===== config.mk =====
export PLATFORM = sky130hd
export DESIGN_NAME = miss_controller
export DESIGN_NICKNAME = d
export VERILOG_FILES = /design/src/source/cache_geometry_pkg.sv /design/src/source/mem_op_pkg.sv /design/src/source/miss_controller.sv
export SDC_FILE = /design/constraint.sdc
export NUM_CORES = 1
export LEC_CHECK = 0
export BUFFER_PORTS_ARGS = -buffer_cell sky130_fd_sc_hd__buf_2
export CORE_MARGIN = 2
export CORE_UTILIZATION = 30
export CTS_BUF_LIST = sky130_fd_sc_hd__clkbuf_4
export DETAILED_ROUTE_END_ITERATION = 10
export GPL_ROUTABILITY_DRIVEN = 0
export GPL_TIMING_DRIVEN = 0
export PLACE_DENSITY = 0.87
export SYNTH_ARGS = -nofsm -noshare
export SYNTH_HDL_FRONTEND = slang
export SYNTH_SLANG_ARGS = --single-unit

===== constraint.sdc =====
create_clock -name clk -period 2.26 [get_ports clk]
set_input_delay 0.452 -clock clk [delete_from_list [all_inputs] [get_ports clk]]
set_output_delay 0.452 -clock clk [all_outputs]
set_load 0.05 [all_outputs]

===== src/source/cache_geometry_pkg.sv =====
/*
  Cache line geometry shared by the cache RTL and the testbench.
  A line is 64 bytes and moves over the bus as eight 64-bit beats.
*/
package cache_geometry_pkg;

  // bytes held by one cache line
  localparam int line_bytes = 64;

  // width of one bus beat and of a processor double word
  localparam int beat_bits = 64;

  // beats needed to move one line
  localparam int beats_per_line = line_bytes * 8 / beat_bits;

  // byte offset inside a line
  localparam int offset_bits = $clog2(line_bytes);

  // full byte address
  localparam int address_bits = 64;

  // one line, read through whichever element size the access needs
  typedef union packed {
    // double words, element 0 at the lowest address
    logic [beats_per_line-1:0][beat_bits-1:0] dwords;
    // words
    logic [2*beats_per_line-1:0][31:0] words;
    // half words
    logic [4*beats_per_line-1:0][15:0] halves;
    // single bytes
    logic [line_bytes-1:0][7:0] bytes;
  } cache_line_t;

endpackage


===== src/source/mem_op_pkg.sv =====
/*
  Processor memory operations and memory bus tags.
  The request struct is what the processor holds stable while req is high.
*/
package mem_op_pkg;

  // loads first, then stores
  typedef enum logic [3:0] {
    LD,
    LW,
    LH,
    LB,
    LWU,
    LHU,
    LBU,
    SD,
    SW,
    SH,
    SB
  } mem_op_t;

  // tag carried with every bus beat
  typedef enum logic [1:0] {
    tag_none,
    tag_read,
    tag_write
  } bus_tag_t;

  // one processor access, 132 bits
  typedef struct packed {
    logic [cache_geometry_pkg::address_bits-1:0] address;
    logic [cache_geometry_pkg::beat_bits-1:0] store_data;
    mem_op_t op;
  } cpu_request_t;

endpackage


===== src/source/miss_controller.sv =====
/*
  Cache control FSM: processor req/ack handshake, lookup, write-back,
  refill, install and retry. One request is in flight at a time.
*/
`timescale 1ns/1ps

module miss_controller #(
  parameter int ways = 4,
  parameter int sets = 32
) (
  input  logic clk,
  input  logic reset,
  input  logic req,
  input  mem_op_pkg::cpu_request_t request,
  output logic ack,
  output logic lookup,
  output logic write_line,
  output logic dirty_in,
  input  logic hit,
  input  logic victim_dirty,
  output logic start_read,
  output logic start_write,
  input  logic bus_done
);
  import cache_geometry_pkg::*;
  import mem_op_pkg::*;

  localparam int index_bits = $clog2(sets);
  localparam int refill_bits = $clog2(ways + 1);

  localparam logic [3:0] st_idle = 4'd0;
  localparam logic [3:0] st_lookup = 4'd1;
  localparam logic [3:0] st_decide = 4'd2;
  localparam logic [3:0] st_writeback = 4'd3;
  localparam logic [3:0] st_refill = 4'd4;
  localparam logic [3:0] st_install = 4'd5;
  localparam logic [3:0] st_retry = 4'd6;
  localparam logic [3:0] st_ack = 4'd7;
  localparam logic [3:0] st_release = 4'd8;

  logic [3:0] state;
  logic [index_bits-1:0] req_index;
  logic [index_bits-1:0] held_index;
  logic [refill_bits-1:0] refills;
  logic is_store;

  assign req_index = request.address[offset_bits +: index_bits];
  assign is_store = request.op inside {SD, SW, SH, SB};

  // retry is a second lookup on the freshly installed line
  assign lookup = (state == st_lookup) || (state == st_retry);
  assign ack = (state == st_ack) || (state == st_release);
  // install writes the clean bus line, a hit store writes the merged line
  assign write_line = (state == st_install) || (state == st_ack && is_store && hit);
  assign dirty_in = (state == st_ack);

  always_ff @(posedge clk) begin
    if (!reset) begin
      state <= st_idle;
      start_read <= 1'b0;
      start_write <= 1'b0;
      refills <= '0;
      held_index <= '0;
    end else begin
      start_read <= 1'b0;
      start_write <= 1'b0;
      case (state)
        st_idle: begin
          if (req) begin
            state <= st_lookup;
            held_index <= req_index;
            refills <= '0;
          end
        end
        st_lookup: state <= st_decide;
        st_decide: begin
          // set moved under a held req, look again
          if (req_index != held_index) begin
            held_index <= req_index;
            state <= st_lookup;
          end else if (hit || refills == refill_bits'(ways)) begin
            state <= st_ack;
          end else if (victim_dirty) begin
            start_write <= 1'b1;
            state <= st_writeback;
          end else begin
            start_read <= 1'b1;
            state <= st_refill;
          end
        end
        st_writeback: begin
          if (bus_done) begin
            start_read <= 1'b1;
            state <= st_refill;
          end
        end
        st_refill: if (bus_done) state <= st_install;
        st_install: begin
          refills <= refills + 1'b1;
          state <= st_retry;
        end
        st_retry: state <= st_decide;
        // ack drops on the edge that sees req low
        st_ack: state <= req ? st_release : st_idle;
        st_release: if (!req) state <= st_idle;
        default: state <= st_idle;
      endcase
    end
  end

endmodule

# ---- After elaboration in Yosys (flattened, before gate mapping)
# Index checks and enable logic that the tools add are counted.
dict set report word_totals {
  regBits 14
  wordCells 62
  output_inout_bits 6
}
dict set report classes {
  muxes 20
  eq_ne 19
  add_sub_neg 1
  reduce_logical 15
  n_bitwise 2
}
# op count
set ops {}
lappend ops {{one-hot mux 4 bit (8 select lines)} 1}
lappend ops {{equality test 4 x 3 -> 1 bit (second input constant)} 5}
lappend ops {{two-way mux 4 bit} 5}
lappend ops {{equality test 4 bit (second input constant)} 4}
lappend ops {{two-way mux 3 bit} 4}
lappend ops {{two-way mux 5 bit} 2}
lappend ops {{inequality test 2 bit (second input constant)} 5}
lappend ops {{one-hot mux 5 bit (2 select lines)} 1}
lappend ops {{equality test 4 x 2 -> 1 bit (second input constant)} 2}
lappend ops {{one-hot mux 3 bit (2 select lines)} 1}
lappend ops {{two-way mux 1 bit} 5}
lappend ops {{inequality test 5 bit} 1}
lappend ops {{equality test 4 x 1 -> 1 bit (second input constant)} 1}
lappend ops {{logical NOT 4 bit} 1}
lappend ops {{logical OR 1 bit} 4}
lappend ops {{AND reduction 4 bit} 1}
lappend ops {{nonzero test 2 bit} 2}
lappend ops {{nonzero test 4 bit} 1}
lappend ops {{OR reduction 4 bit} 1}
lappend ops {{adder 3 x 1 -> 3 bit (second input constant)} 1}
lappend ops {{equality test 3 bit (second input constant)} 1}
lappend ops {{AND reduction 3 bit} 1}
lappend ops {{logical AND 1 bit} 2}
lappend ops {{inverter 1 bit} 2}
lappend ops {{3 further kinds} 3}

# ---- Logic depth before layout (Yosys ltp)
dict set report logic_depth {
  depth_word 5
  ltp_mapped 6
  ltp_nobuf 6
}

# ---- Least setup slack after synthesis
# No wires, ideal clock.
dict set report synth_timing {
  path_type {register to output}
  start {register state[0]}
  end {output lookup}
  arrival_ns 1.763
  stages_incl_launch_ff 4
  slack_ns 0.045
  n_path_buf 1
  cell_sequence {dfxtp_1 clkbuf_1 or3b_1 a21oi_1}
}
dict set report synth_between {
  elab_chain_len 2
  word_cells_on_any_way 3
}
# element line
set synth_lines {}
lappend synth_lines {{start: declaration} miss_controller.sv:41} ;# logic [3:0] state;
lappend synth_lines {{start signal: assignment} miss_controller.sv:59} ;# state <= st_idle;
lappend synth_lines {{start signal: assignment} miss_controller.sv:70} ;# state <= st_lookup;
lappend synth_lines {{start signal: assignment} miss_controller.sv:75} ;# st_lookup: state <= st_decide;
lappend synth_lines {{equality test 4 x 1 -> 1 bit or equality test 4 x 3 -> 1 bit (tied branches)} miss_controller.sv:51} ;# assign lookup = (state == st_lookup) || (state == st_retry);
lappend synth_lines {{logical OR 1 bit (*)} miss_controller.sv:51}
lappend synth_lines {{end: declaration} miss_controller.sv:16} ;# output logic lookup,
# Every way passes the cells marked *; elsewhere a longest branch is shown, timed or not.

# ---- Final worst setup path
# Ends and elaborated chain as after synthesis.

==> summary by stage <==
Global routing
The met2 routing resource usage after global routing is 17.9%. The met1 layer usage reported by global route is 15.0%. The first global-routing pass estimated 2.97 mm of wire. For this run, global-route usage on met3 was measured as 1.59%.

The number of antenna violations at the first check in global routing is 0. The total overflow left after global routing is 0. The via count of the first global-routing pass is 710.

The global routing stage identified its most utilized layer as met2. The maximum number of pins on one net before global-route repair is 11. The total routing usage reported by global routing is 11.5%.

Synthesis
The number of distinct library cells after synthesis is 40. Counting flops and latches in the post-synthesis netlist gives 14. The most frequently used flop master after synthesis is sky130_fd_sc_hd__dfxtp_1. The average size of a mapped cell is 8.58 um^2. After synthesis the cells add up to 858 um^2. The number of nets in the synthesized netlist is 240. The synthesized design contains 0 enable-type register cells. The count of yosys warnings during synthesis is 0. For this run, asynchronously set or reset flops after synthesis account for 0%. The proportion of synthesized chip area in sequential cells is 32.7%. The gate count of the mapped netlist is 100.

STA
The relative slew slack is 72.0%. The fraction of the cycle the final worst path needs is 95.9%. The maximum clock frequency is 461 MHz. The count of final max-slew check failures is 0. The clock arrives with 0.00367 ns of skew. The final count of hold timing violations was 0. The smallest clock period supported by the final layout is computed as 2.17 ns. Setup repair after global routing left no endpoint under its margin. At the pin with the least slew margin, the transition time is 0.418 ns. For the final routed database, the setup TNS stands at 0 ns.

The number of setup violations in the final report is 0.

Floorplanning
For this configuration, the core starts out at a cell density of 31.4%. Row generation in the floorplan step produced 19 rows. The number of ports placed on the die boundary is 144. The floorplan step set the die width to 57.5 um. The floorplan die area is 3310 um^2. The vertical die dimension is 57.5 um.

The area of the core is 2730 um^2.

Setup path
Counting cells, the worst reg-to-reg path comes to 4. STA classifies the critical path endpoint as an output pin. The setup path with the least slack is of type reg -> out. The worst setup path is launched from a flip-flop. The largest fanout on the critical path is 10.

Data on the critical path arrives at its endpoint at 1.72 ns. For the worst setup path, the data required time is 1.81 ns.

Pwr
Power spread over the standard cell area amounts to 513 nW/um^2. The net load switching power is 160 uW. The clock group share of total power is 29.1%. Of the total power, registers draw 50.4%. Per report_power, the combinational group accounts for 20.5% of the total. The internal power of the cells totals 368 uW. The maximum vdd ir drop is 360 uV. The switching portion of total power is 30.3%. The completed layout was analyzed and its total power is 528 uW.

The analysis attributes to cell leakage a power of 0.467 nW.

CTS
The CTS clock-pin slew for the worst setup and hold paths is 0.09 ns. The count of H-tree levels built during CTS is 1. Counting the buffers created by CTS gives 3. The post-CTS repair timing setup buffer count is 0.

The CTS tree is built. The tree built by TritonCTS fans out to 14 sinks. At the later pin of the worst-skew pair, clock insertion delay measures 0.29 ns. In this run the deepest clock path goes through 2 buffers. In this run the clock root is driven by a sky130_fd_sc_hd__clkbuf_4.

Drt
The count of vias placed by the detailed router is 792. The DRC violations left is 0. The first detailed-routing pass took 4 iterations. After the first detailed-routing iteration, the DRC count stood at 25. In the routed layout, each cell is associated on average with a via count of 5.11. The wire length reported by the detailed router is 1.80 mm. The count of nets left with antenna violations once routing finished came out at 0.

In the final routed layout, each cell accounts on average for 11.6 um.

Final layout
The count of cells in the finished layout, fillers not included, comes to 155. The repair_antennas step left the layout with diodes totalling 0. Across the whole layout, storage elements account for 280 um^2.

For this run, the post-layout net count is 265. The footprint of the multi-input gates is 541 um^2. The area growth from synthesis to layout is 20.0%. The ratio of cells with drive above 1 in the final layout is 24.2%.

The filler cell count in the final layout is 264.

Placed design
The HPWL reported at the end of detailed placement is 1.35 mm. The count of port buffers added during placement is 20. Once placement completed, the tool counted placed cells totaling 151.

Worst hold path
The depth of the worst hold-timing path is 3. The worst hold path belongs to the class in -> reg.

Outcome
The run finished with clean final reports.

Job
Across the run, the number of max-cap violations was 0.
==> stage by stage <==
stage	hold WS, ns	utilization, %	area (um^2)	worst slack [ns]
final	0.388	37.7	1030	0.0927
after global routing	0.388	37.7	1030	0.00599
after CTS	0.378	37.5	1020	0.0623
after detailed placement	0.462	36.5	997	0.301
after global placement	0.456	36.5	997	0.341
after floorplan	0.446	-	858	0.0453
==> layer usage <==
layer  vias to the layer above  share of wire [%]
met1                       352                 50
met2                        28                 42
met4                         0                2.9
li1                        405                  -
met5                         -                  0
met3                         7                5.6
==> state kept, by name, indices dropped and copies added (netlist names) <==
register / count
held_index: 5
state: 4
refills: 3
start_read: 1
start_write: 1
==> critical path, stage by stage (launching register included) <==
cell and delay [ns]:
sky130_fd_sc_hd__dfxtp_1 0.43, sky130_fd_sc_hd__clkbuf_2 0.24, sky130_fd_sc_hd__or3b_1 0.36, sky130_fd_sc_hd__a21oi_1 0.15, sky130_fd_sc_hd__clkbuf_4 0.24
==> final cells by class <==
type                    count  share of cell area, %
flip-flops and latches     14                   27.2
clock inverters             1                  0.365
plain buffers               5                   2.92
clock buffers               3                   2.19
well taps                  31                   3.77
inverters                   3                   1.09
multi-input cells          78                   52.5
repair buffers             20                   9.96
==> path summary, 6_finish.rpt <==
| path | startpoint | end | slack (ns) |
|---|---|---|---|
| worst max-delay path | state[0] | lookup | 0.09 |
| worst min-delay path | victim_dirty | start_write | 0.39 |
| worst max register to register | state[1] | held_index[1] | 0.69 |
| worst min register to register | held_index[2] | held_index[2] | 0.48 |
==> synthesized netlist by cell type, types with 3 or more instances <==
cell | instances | area share (%)
sky130_fd_sc_hd__mux2i_1 | 5 | 5.8
sky130_fd_sc_hd__a21oi_1 | 3 | 1.7
sky130_fd_sc_hd__nor3_1 | 4 | 2.3
sky130_fd_sc_hd__dfxtp_1 | 14 | 33
sky130_fd_sc_hd__clkbuf_1 | 4 | 1.7
sky130_fd_sc_hd__a21boi_1 | 3 | 2.6
sky130_fd_sc_hd__nand2_1 | 15 | 6.6
sky130_fd_sc_hd__inv_1 | 3 | 1.3
sky130_fd_sc_hd__xor2_1 | 6 | 6.1
sky130_fd_sc_hd__nor2_1 | 6 | 2.6
==> layout by cell type (no fill, tap or decap), drive strengths merged, types with 2 or more instances in the layout <==
cell,count
buf,20
nand2,15
dfxtp,14
clkbuf,8
nor2,6
xor2,6
mux2i,5
nor3,5
inv,3
a21oi,3
a21boi,3
o21ai,3
nand3b,2
a211oi,2
nor2b,2
nand2b,2
and3b,2
ha,2
==> cell families after synthesis <==
kind of cell    synth area share, %
flops                          32.7
buf+inv                        4.37
compound gates                 17.2
fa+ha+maj                      2.91
xor+xnor                       6.12
simple gates                   30.9
mux                            5.83
==> power groups by stage <==
stage | Sequential [mW] | Clock, mW | Combinational [mW]
after detailed placement | 0.271 | 0 | 0.106
after floorplan | 0.270 | 0 | 0.0751
after global routing | 0.267 | 0.167 | 0.118
after CTS | 0.266 | 0.160 | 0.107
final | 0.266 | 0.154 | 0.108
after global placement | 0.271 | 0 | 0.104
==> timing repair <==
item	4_1_cts	5_1_grt
hold buffers	0	0
gates resized for setup	1	5
setup endpoints to repair	1	3
Note: power is estimated with default switching activity, not from simulation.
