## src/source/cache_geometry_pkg.sv

```systemverilog
/*
  Cache line geometry shared by the cache RTL and the testbench.
  A line is 64 bytes and moves over the bus as eight 64-bit beats.
*/
package cache_geometry_pkg;

  // bytes held by one cache line
  localparam int line_bytes = 64;

  // width of one bus beat and of a processor double word
  localparam int beat_bits = 64;

  // beats needed to move one line
  localparam int beats_per_line = line_bytes * 8 / beat_bits;

  // byte offset inside a line
  localparam int offset_bits = $clog2(line_bytes);

  // full byte address
  localparam int address_bits = 64;

  // one line, read through whichever element size the access needs
  typedef union packed {
    // double words, element 0 at the lowest address
    logic [beats_per_line-1:0][beat_bits-1:0] dwords;
    // words
    logic [2*beats_per_line-1:0][31:0] words;
    // half words
    logic [4*beats_per_line-1:0][15:0] halves;
    // single bytes
    logic [line_bytes-1:0][7:0] bytes;
  } cache_line_t;

endpackage

```

## src/source/mem_op_pkg.sv

```systemverilog
/*
  Processor memory operations and memory bus tags.
  The request struct is what the processor holds stable while req is high.
*/
package mem_op_pkg;

  // loads first, then stores
  typedef enum logic [3:0] {
    LD,
    LW,
    LH,
    LB,
    LWU,
    LHU,
    LBU,
    SD,
    SW,
    SH,
    SB
  } mem_op_t;

  // tag carried with every bus beat
  typedef enum logic [1:0] {
    tag_none,
    tag_read,
    tag_write
  } bus_tag_t;

  // one processor access, 132 bits
  typedef struct packed {
    logic [cache_geometry_pkg::address_bits-1:0] address;
    logic [cache_geometry_pkg::beat_bits-1:0] store_data;
    mem_op_t op;
  } cpu_request_t;

endpackage

```

## src/source/bus_port.sv

```systemverilog
/*
  Memory bus engine. Sends the address beat of a read or a write,
  then the eight write beats, and gathers eight refill beats into a line.
*/
`timescale 1ns/1ps

module bus_port (
  input  logic clk,
  input  logic reset,
  input  logic start_read,
  input  logic start_write,
  input  logic [cache_geometry_pkg::address_bits-1:0] address,
  input  cache_geometry_pkg::cache_line_t line_in,
  input  logic [cache_geometry_pkg::address_bits-1:0] victim_address,
  output cache_geometry_pkg::cache_line_t fill_line,
  output logic done,
  output logic bus_reqcyc,
  input  logic bus_reqack,
  output logic [cache_geometry_pkg::beat_bits-1:0] bus_req,
  output mem_op_pkg::bus_tag_t bus_reqtag,
  input  logic bus_respcyc,
  output logic bus_respack,
  input  logic [cache_geometry_pkg::beat_bits-1:0] bus_resp,
  input  mem_op_pkg::bus_tag_t bus_resptag
);
  import cache_geometry_pkg::*;
  import mem_op_pkg::*;

  localparam int count_bits = $clog2(beats_per_line + 1);
  localparam logic [1:0] st_idle = 2'd0;
  localparam logic [1:0] st_send = 2'd1;
  localparam logic [1:0] st_recv = 2'd2;

  logic [1:0] state;
  logic writing;
  logic [count_bits-1:0] sent;
  logic [count_bits-1:0] received;
  logic send_beat;
  logic take_beat;
  cache_line_t out_line;

  // another write beat follows this ack
  assign send_beat = (state == st_send) && bus_reqack && writing && (sent < beats_per_line);
  // one response beat per respack pulse
  assign take_beat = (state == st_recv) && bus_respcyc && !bus_respack;

  always_ff @(posedge clk) begin
    if (!reset) begin
      state <= st_idle;
      writing <= 1'b0;
      sent <= '0;
      received <= '0;
      bus_reqcyc <= 1'b0;
      bus_reqtag <= tag_none;
      bus_respack <= 1'b0;
      done <= 1'b0;
    end else begin
      done <= 1'b0;
      bus_respack <= 1'b0;
      case (state)
        st_idle: begin
          if (start_write || start_read) begin
            state <= st_send;
            writing <= start_write;
            sent <= '0;
            received <= '0;
            bus_reqcyc <= 1'b1;
            bus_reqtag <= start_write ? tag_write : tag_read;
          end
        end
        st_send: begin
          if (send_beat) begin
            sent <= sent + 1'b1;
          end else if (bus_reqack) begin
            bus_reqcyc <= 1'b0;
            bus_reqtag <= tag_none;
            // a write ends here, a read waits for its data
            done <= writing;
            state <= writing ? st_idle : st_recv;
          end
        end
        st_recv: begin
          if (take_beat) begin
            bus_respack <= 1'b1;
            if (bus_resptag == tag_read) begin
              received <= received + 1'b1;
              if (received == beats_per_line - 1) begin
                done <= 1'b1;
                state <= st_idle;
              end
            end
          end
        end
        default: state <= st_idle;
      endcase
    end
  end

  // beat data and line shift registers
  always_ff @(posedge clk) begin
    if (state == st_idle && start_write) begin
      bus_req <= victim_address;
      out_line <= line_in;
    end else if (state == st_idle && start_read) begin
      bus_req <= {address[address_bits-1:offset_bits], {offset_bits{1'b0}}};
    end else if (send_beat) begin
      bus_req <= out_line.dwords[0];
      out_line.dwords <= {{beat_bits{1'b0}}, out_line.dwords[beats_per_line-1:1]};
    end
    // beats arrive ascending, shift in from the top
    if (take_beat && bus_resptag == tag_read) begin
      fill_line.dwords <= {bus_resp, fill_line.dwords[beats_per_line-1:1]};
    end
  end

endmodule

```

## config.mk

```make
export PLATFORM = sky130hd
export DESIGN_NAME = bus_port
export DESIGN_NICKNAME = d
export VERILOG_FILES = /design/src/source/cache_geometry_pkg.sv /design/src/source/mem_op_pkg.sv /design/src/source/bus_port.sv
export SDC_FILE = /design/constraint.sdc
export NUM_CORES = 1
export LEC_CHECK = 0
export ABC_AREA = 1
export BUFFER_PORTS_ARGS = -buffer_cell sky130_fd_sc_hd__buf_2
export CORE_AREA = 3 3 506 508
export CTS_BUF_LIST = sky130_fd_sc_hd__clkbuf_16
export DETAILED_ROUTE_END_ITERATION = 16
export DIE_AREA = 0 0 509 511
export GPL_TIMING_DRIVEN = 0
export HOLD_SLACK_MARGIN = 0.15
export MAX_ROUTING_LAYER = met4
export SYNTH_ARGS = -nofsm -noshare
export SYNTH_HDL_FRONTEND = slang
export SYNTH_SLANG_ARGS = --single-unit
```

## constraint.sdc

```tcl
create_clock -name clk -period 39.2 [get_ports clk]
set_input_delay 3.92 -clock clk [delete_from_list [all_inputs] [get_ports clk]]
set_output_delay 3.92 -clock clk [all_outputs]
set_load 0.01 [all_outputs]
```

---- Word-level counts from Yosys, hierarchy flattened ----
Index checks and enable logic that the tools add are counted.
operators by class
  multiply operators ...................... 0
  $add $sub $neg .......................... 2
  equality and inequality tests ........... 12
  reductions and logical operators ........ 22
  magnitude comparators ................... 1
  shift operators ......................... 0
  muxes and demuxes ....................... 36
  div/mod/pow operators ................... 0
  bitwise gates (word level) .............. 0
operator list
  cell                                                                   number
  512-bit 2-to-1 mux                                                     3
  64-bit 2-to-1 mux                                                      3
  2-bit 2-to-1 mux                                                       11
  4-bit 2-to-1 mux                                                       4
  4-bit case mux with 2 select lines                                     2
  2-bit != test, second input constant                                   6
  1-bit 2-to-1 mux                                                       9
  4-bit by 1-bit adder with 4-bit output, second input constant          2
  1-bit logical AND                                                      8
  4-bit AND reduction                                                    2
  2-bit case mux with 3 select lines                                     1
  2-bit AND reduction                                                    3
  6-bit AND reduction                                                    1
  2-bit nonzero test                                                     3
  2-bit by 1-bit equality test with 1-bit output, second input constant  2
  4-bit by 3-bit equality test with 1-bit output, second input constant  1
  4-bit < comparator, second input constant                              1
  2-bit by 1-bit != test with 1-bit output, second input constant        2
  1-bit case mux with 2 select lines                                     2
  2-bit case mux with 2 select lines                                     1
  3-bit AND reduction                                                    1
  3-bit nonzero test                                                     1
  2-bit equality test, second input constant                             1
  2-bit zero test                                                        1
  2 further kinds                                                        2
storage, ports and cells
  output and inout port bits .............. 581
  logic and storage cells ................. 84
  bits in writable memories ............... 0
  memory bits (read-only) ................. 0
  memories ................................ 0
  latch bits .............................. 0
  input bits .............................. 712
  flip-flop bits (word level) ............. 1,104

---- Longest topological paths before layout ----
  depth after elaboration ................. 7
  gate-level depth with buffers ........... 10
  mapped depth without buffers ............ 9

---- Worst setup path after synthesis ----
Ideal clock, no wire load.
  path kind ............................... input-to-reg
  start point ............................. input start_read
  end point ............................... register out_line[0] (netlist bit), enable pin
  setup slack ............................. -2.777 ns
  stages .................................. 4
  path buffers ............................ 1
  setup time .............................. 2.100 ns
  arrival ................................. 39.877 ns
  data required time ...................... 37.100 ns
  cells stage by stage .................... nand2_1 inv_2 buf_2 o21ai_0
between the ends
  longest elaborated chain between the ends .. 3
ends and longest elaborated chain
  element                               line             RTL
  start: declaration                    bus_port.sv:10   input logic start_read,
  1-bit logical AND                     bus_port.sv:104  end else if (state == st_idle && start_read) begin
  2-bit != test (no source line)        n/a
  2-bit AND reduction (no source line)  n/a
  end signal: assignment                bus_port.sv:103  out_line <= line_in;
  end: declaration                      bus_port.sv:40   cache_line_t out_line;
Every way passes these cells.
A chain may end at the register's enable or synchronous reset.

---- Worst setup path in the final report ----
  start point ............................. input start_write
  end point ............................... register out_line[464] (netlist bit), enable pin
between the ends
  longest elaborated chain between the ends .. 3
  elaborated cells between the ends (all ways) .. 4
ends and longest elaborated chain
  element                                                               line             RTL
  start: declaration                                                    bus_port.sv:11   input logic start_write,
  1-bit logical AND (*)                                                 bus_port.sv:101  if (state == st_idle && start_write) begin
  2-bit != test (no source line) or 2-bit nonzero test (tied branches)  n/a
  2-bit AND reduction (no source line) (*)                              n/a
Every way passes the cells marked *; elsewhere a longest branch is shown, timed or not.

==> results.md <==
* Standard cell with the maximum stage delay on the critical path: sky130_fd_sc_hd__buf_2
* Crit path max fanout at 32
* Xor and xnor fraction of the mapped netlist area at 0
* Maxcap violations at 0
* Antenna-violating nets left at 0
* Clock Tree Root: sky130_fd_sc_hd__clkbuf_16
* DRC marker count from the first detailed-route iteration at 2359
* Max-slew headroom at the worst pin at 0.444
* Cell Area, Synth at 0.0408 mm²
* Worst EP required at 39.69 ns
* Number of synthesized register bits at 1104
* Proportion of layout cells with a drive suffix above 1 at 0.355
* Via count of the first global-routing pass at 29.3k
* Cell family with most CP delay: buffers and inverters
* Gate count after technology mapping at 3075
* Adder and majority gate portion of the synthesized area at 0.00184
* Total Die Area at 0.260 mm²
* Startpoint of the worst hold path: fill_line[178]
* DPL Wire Length at 173000 µm
* Post-route minimum period at 7.84 ns
* Number of failing setup endpoints in the final timing report at 0
* Antenna violations before repair at 112
* Hold buffer count at CTS at 0
* Average wire per standard cell at 25.3 µm
* Pin count of the biggest net entering global routing at 56
* Achievable clock frequency at 128 MHz
* Final critical-path setup slack at 31.36 ns
* Die Span X at 509 µm
* Worst Setup Slack post-DPL at 30.39 ns
* Avg Cell Area, Syn at 13.3 µm²
* Share of synthesized area occupied by flip-flops and latches at 0.808
* Type of the most critical hold path: reg -> reg
* Synth top area cells: sky130_fd_sc_hd__edfxtp_1 (80%), sky130_fd_sc_hd__nand2_1 (14%), sky130_fd_sc_hd__buf_2 (1.4%)
* Delay of the slowest critical-path stage at 0.63 ns
* Nets in the synthesized netlist at 3793
* Largest area contributor in the synthesized netlist: sky130_fd_sc_hd__edfxtp_1
* Leakage power at 23.7 nW
* Most numerous cell types in the synthesized netlist: sky130_fd_sc_hd__nand2_1 (1500), sky130_fd_sc_hd__edfxtp_1 (1088), sky130_fd_sc_hd__nor2_1 (132), sky130_fd_sc_hd__buf_2 (117), sky130_fd_sc_hd__inv_1 (79)
* Worst hold slack after final layout at 0.429 ns
* Core Area at 0.252 mm²
* Initial cell density of the core at 0.162
* Clock tree skew after final layout at 0.0497 ns
* Post-CTS setup repair buffer count at 0
* Top Ports at 1293
* Critical path, cell by cell: buf_2, nand2_1, buf_2, buf_2, buf_2, o21ai_4, buf_16, buf_12, buf_16, buf_16, buf_16, buf_12, buf_12, buf_12, buf_12, buf_12
* WP data arrival at 8.33 ns
* Total number of H-tree levels at 4
* Async SR Flop Fraction at 0
* Clock slew at reported path FFs at 0.06 ns
* Simple logic cell fraction of the synthesized area at 0.156
* Kind of capture point of the worst setup path: register
* Count of unresolved DRC violations after routing at 0
* # clock sinks at 1104
* Status: finished, final reports clean
* Placer's final routability congestion estimate at 0.969
* Area share of the leading cell type in the synthesized netlist at 0.800
* Setup repair after global routing missed its margin: false
* Total GRT Usage at 0.155
* Launch instance of the worst register-to-register path: state[0]
* Final max-slew violation count at 0
* CP most frequent cell: sky130_fd_sc_hd__buf_12
* Fraction of synthesized area in multiplexers at 0
* Number of buffer and inverter stages on the critical path at 14
* Synthesis Warnings at 0
* Number of fillers in the final layout at 27.0k
* Number of hold violations in the final report at 0
* Slew at the pin with the worst max-slew slack at 0.834 ns
* Largest voltage drop on the vdd net at 49.5 µV
* Most common cell in the synthesized netlist: sky130_fd_sc_hd__nand2_1
* Post-synthesis compound-gate area fraction at 0.00987
* Dominant combinational cell family by area after synthesis: simple AND/OR/NAND/NOR gates
* Number of flops mapped to enable cells by yosys at 1088
* Wire length of the first global-routing pass at 263000 µm
* 1st-pass router iterations at 5
* Number of gates given a new drive strength after cts at 0
* Pwr/cell area at 69.0 mW/mm²
* Insertion delay to the later sink of the worst-skew pair at 0.78 ns
* Number of vias per cell at 3.66
* GR Overflow Total at 0
* Total power at 3.93 mW
* Top flip-flop cell by instance count after synthesis: sky130_fd_sc_hd__edfxtp_1
* Critical path startpoint: start_write
* Number of placement rows at 184
* Fin crit share at 0.200
* Startpoint Class: primary input
* Number of port buffers at 1285
* Maximum count of clock buffers along a single path at 3
* WS Path Type: in -> reg
* TritonCTS clock tree: built
* Fraction of the core area covered by cells at the end of the flow at 0.226
* Routed vias at 29.5k
* Inserted Clock Buffers at 136
* Wire length reported by the detailed router at 204000 µm
* Number of different library cells in the post-synthesis netlist at 19
* Aggregate negative setup slack at 0 ns
* Final net count at 5256
* Vertical die dimension at 511 µm
* Area added between synthesis and finish at 39.5%
## sequential cells by signal, summed over array words and instances, names as in the netlist
signal and flops:
bus_reqcyc 1, writing 1, bus_respack 1, fill_line 512
received 4, state 2, done 1, bus_reqtag 2
bus_req 64, out_line 512, sent 4
## cell usage in the layout, fill, tap and decap left out, drive strengths merged
cell type  count
a31oi         40
nor3           1
clkinvlp       4
o21ai          9
inv          115
nand2       1500
a21oi         11
edfxtp      1088
diode         49
nand4          2
clkinv        54
dfxtp         16
or2            3
bufinv        13
ha             6
a22o           6
buf         1447
nor2         132
nand3         45
clkbuf       150
## worst register-to-register path, cell delays in order (launching register included)
cell and delay [ns]:
sky130_fd_sc_hd__dfxtp_1 0.36, sky130_fd_sc_hd__inv_1 0.09, sky130_fd_sc_hd__ha_1 0.30, sky130_fd_sc_hd__nand2_1 0.24
sky130_fd_sc_hd__buf_2 0.45, sky130_fd_sc_hd__buf_2 0.61, sky130_fd_sc_hd__buf_2 0.64, sky130_fd_sc_hd__o21ai_4 0.39
sky130_fd_sc_hd__buf_16 0.27, sky130_fd_sc_hd__buf_12 0.18, sky130_fd_sc_hd__buf_16 0.20, sky130_fd_sc_hd__buf_16 0.18
sky130_fd_sc_hd__buf_16 0.18, sky130_fd_sc_hd__buf_12 0.19, sky130_fd_sc_hd__buf_12 0.19, sky130_fd_sc_hd__buf_12 0.20
sky130_fd_sc_hd__buf_12 0.21, sky130_fd_sc_hd__buf_12 0.21
## kinds of logic after synthesis
| logic type | count (synthesis) |
|---|---|
| buf+inv | 216 |
| fa+ha+maj | 6 |
| compound gates | 66 |
| simple gates | 1683 |
| flops | 1104 |
## per-layer routing
metal	vias to the layer above	wire length, µm	GRT usage
met1	14300	88500	0.196
met2	1422	94900	0.248
met4	0	5490	0.0373
met5	-	0	-
met3	303	14800	0.0395
li1	13500	-	-
## worst paths after layout
| path | to | slack (ns) | cells past startpoint |
|---|---|---|---|
| worst max-delay path | out_line[464] | 31.36 | 16 |
| worst min-delay path | fill_line[114] | 0.43 | 0 |
| worst max register to register | out_line[464] | 33.86 | 17 |
| worst min register to register | fill_line[114] | 0.43 | 0 |
## cell type report
class | count | area, µm² | share of cell area
clock inverter | 104 | 1050 | 0.0184
antenna | 49 | 123 | 0.00215
tap | 3348 | 4190 | 0.0735
inverter | 82 | 308 | 0.00540
clock buffer | 138 | 3450 | 0.0606
buffer | 134 | 672 | 0.0118
sequential | 1104 | 33000 | 0.579
multi-input combinational | 1755 | 6890 | 0.121
timing repair buffer | 1325 | 7310 | 0.128
## report_power, final
group | internal, mW | leakage [nW] | switching [mW]
registers | 1.67 | 10.3 | 0.107
clock network | 0.735 | 2.26 | 0.541
logic | 0.248 | 11.1 | 0.629
total | 2.65 | 23.7 | 1.28
## stage by stage
| stage | std cells | area [µm²] |
|---|---|---|
| 2_1_floorplan | 3075 | 40800 |
| 3_3_place_gp | 7708 | 51500 |
| 3_5_place_dp | 7748 | 52400 |
| 4_1_cts | 7990 | 56900 |
| 5_1_grt | 8027 | 57000 |
| 6_report | 8039 | 57000 |
No activity file was read; power rests on OpenSTA's default activity.
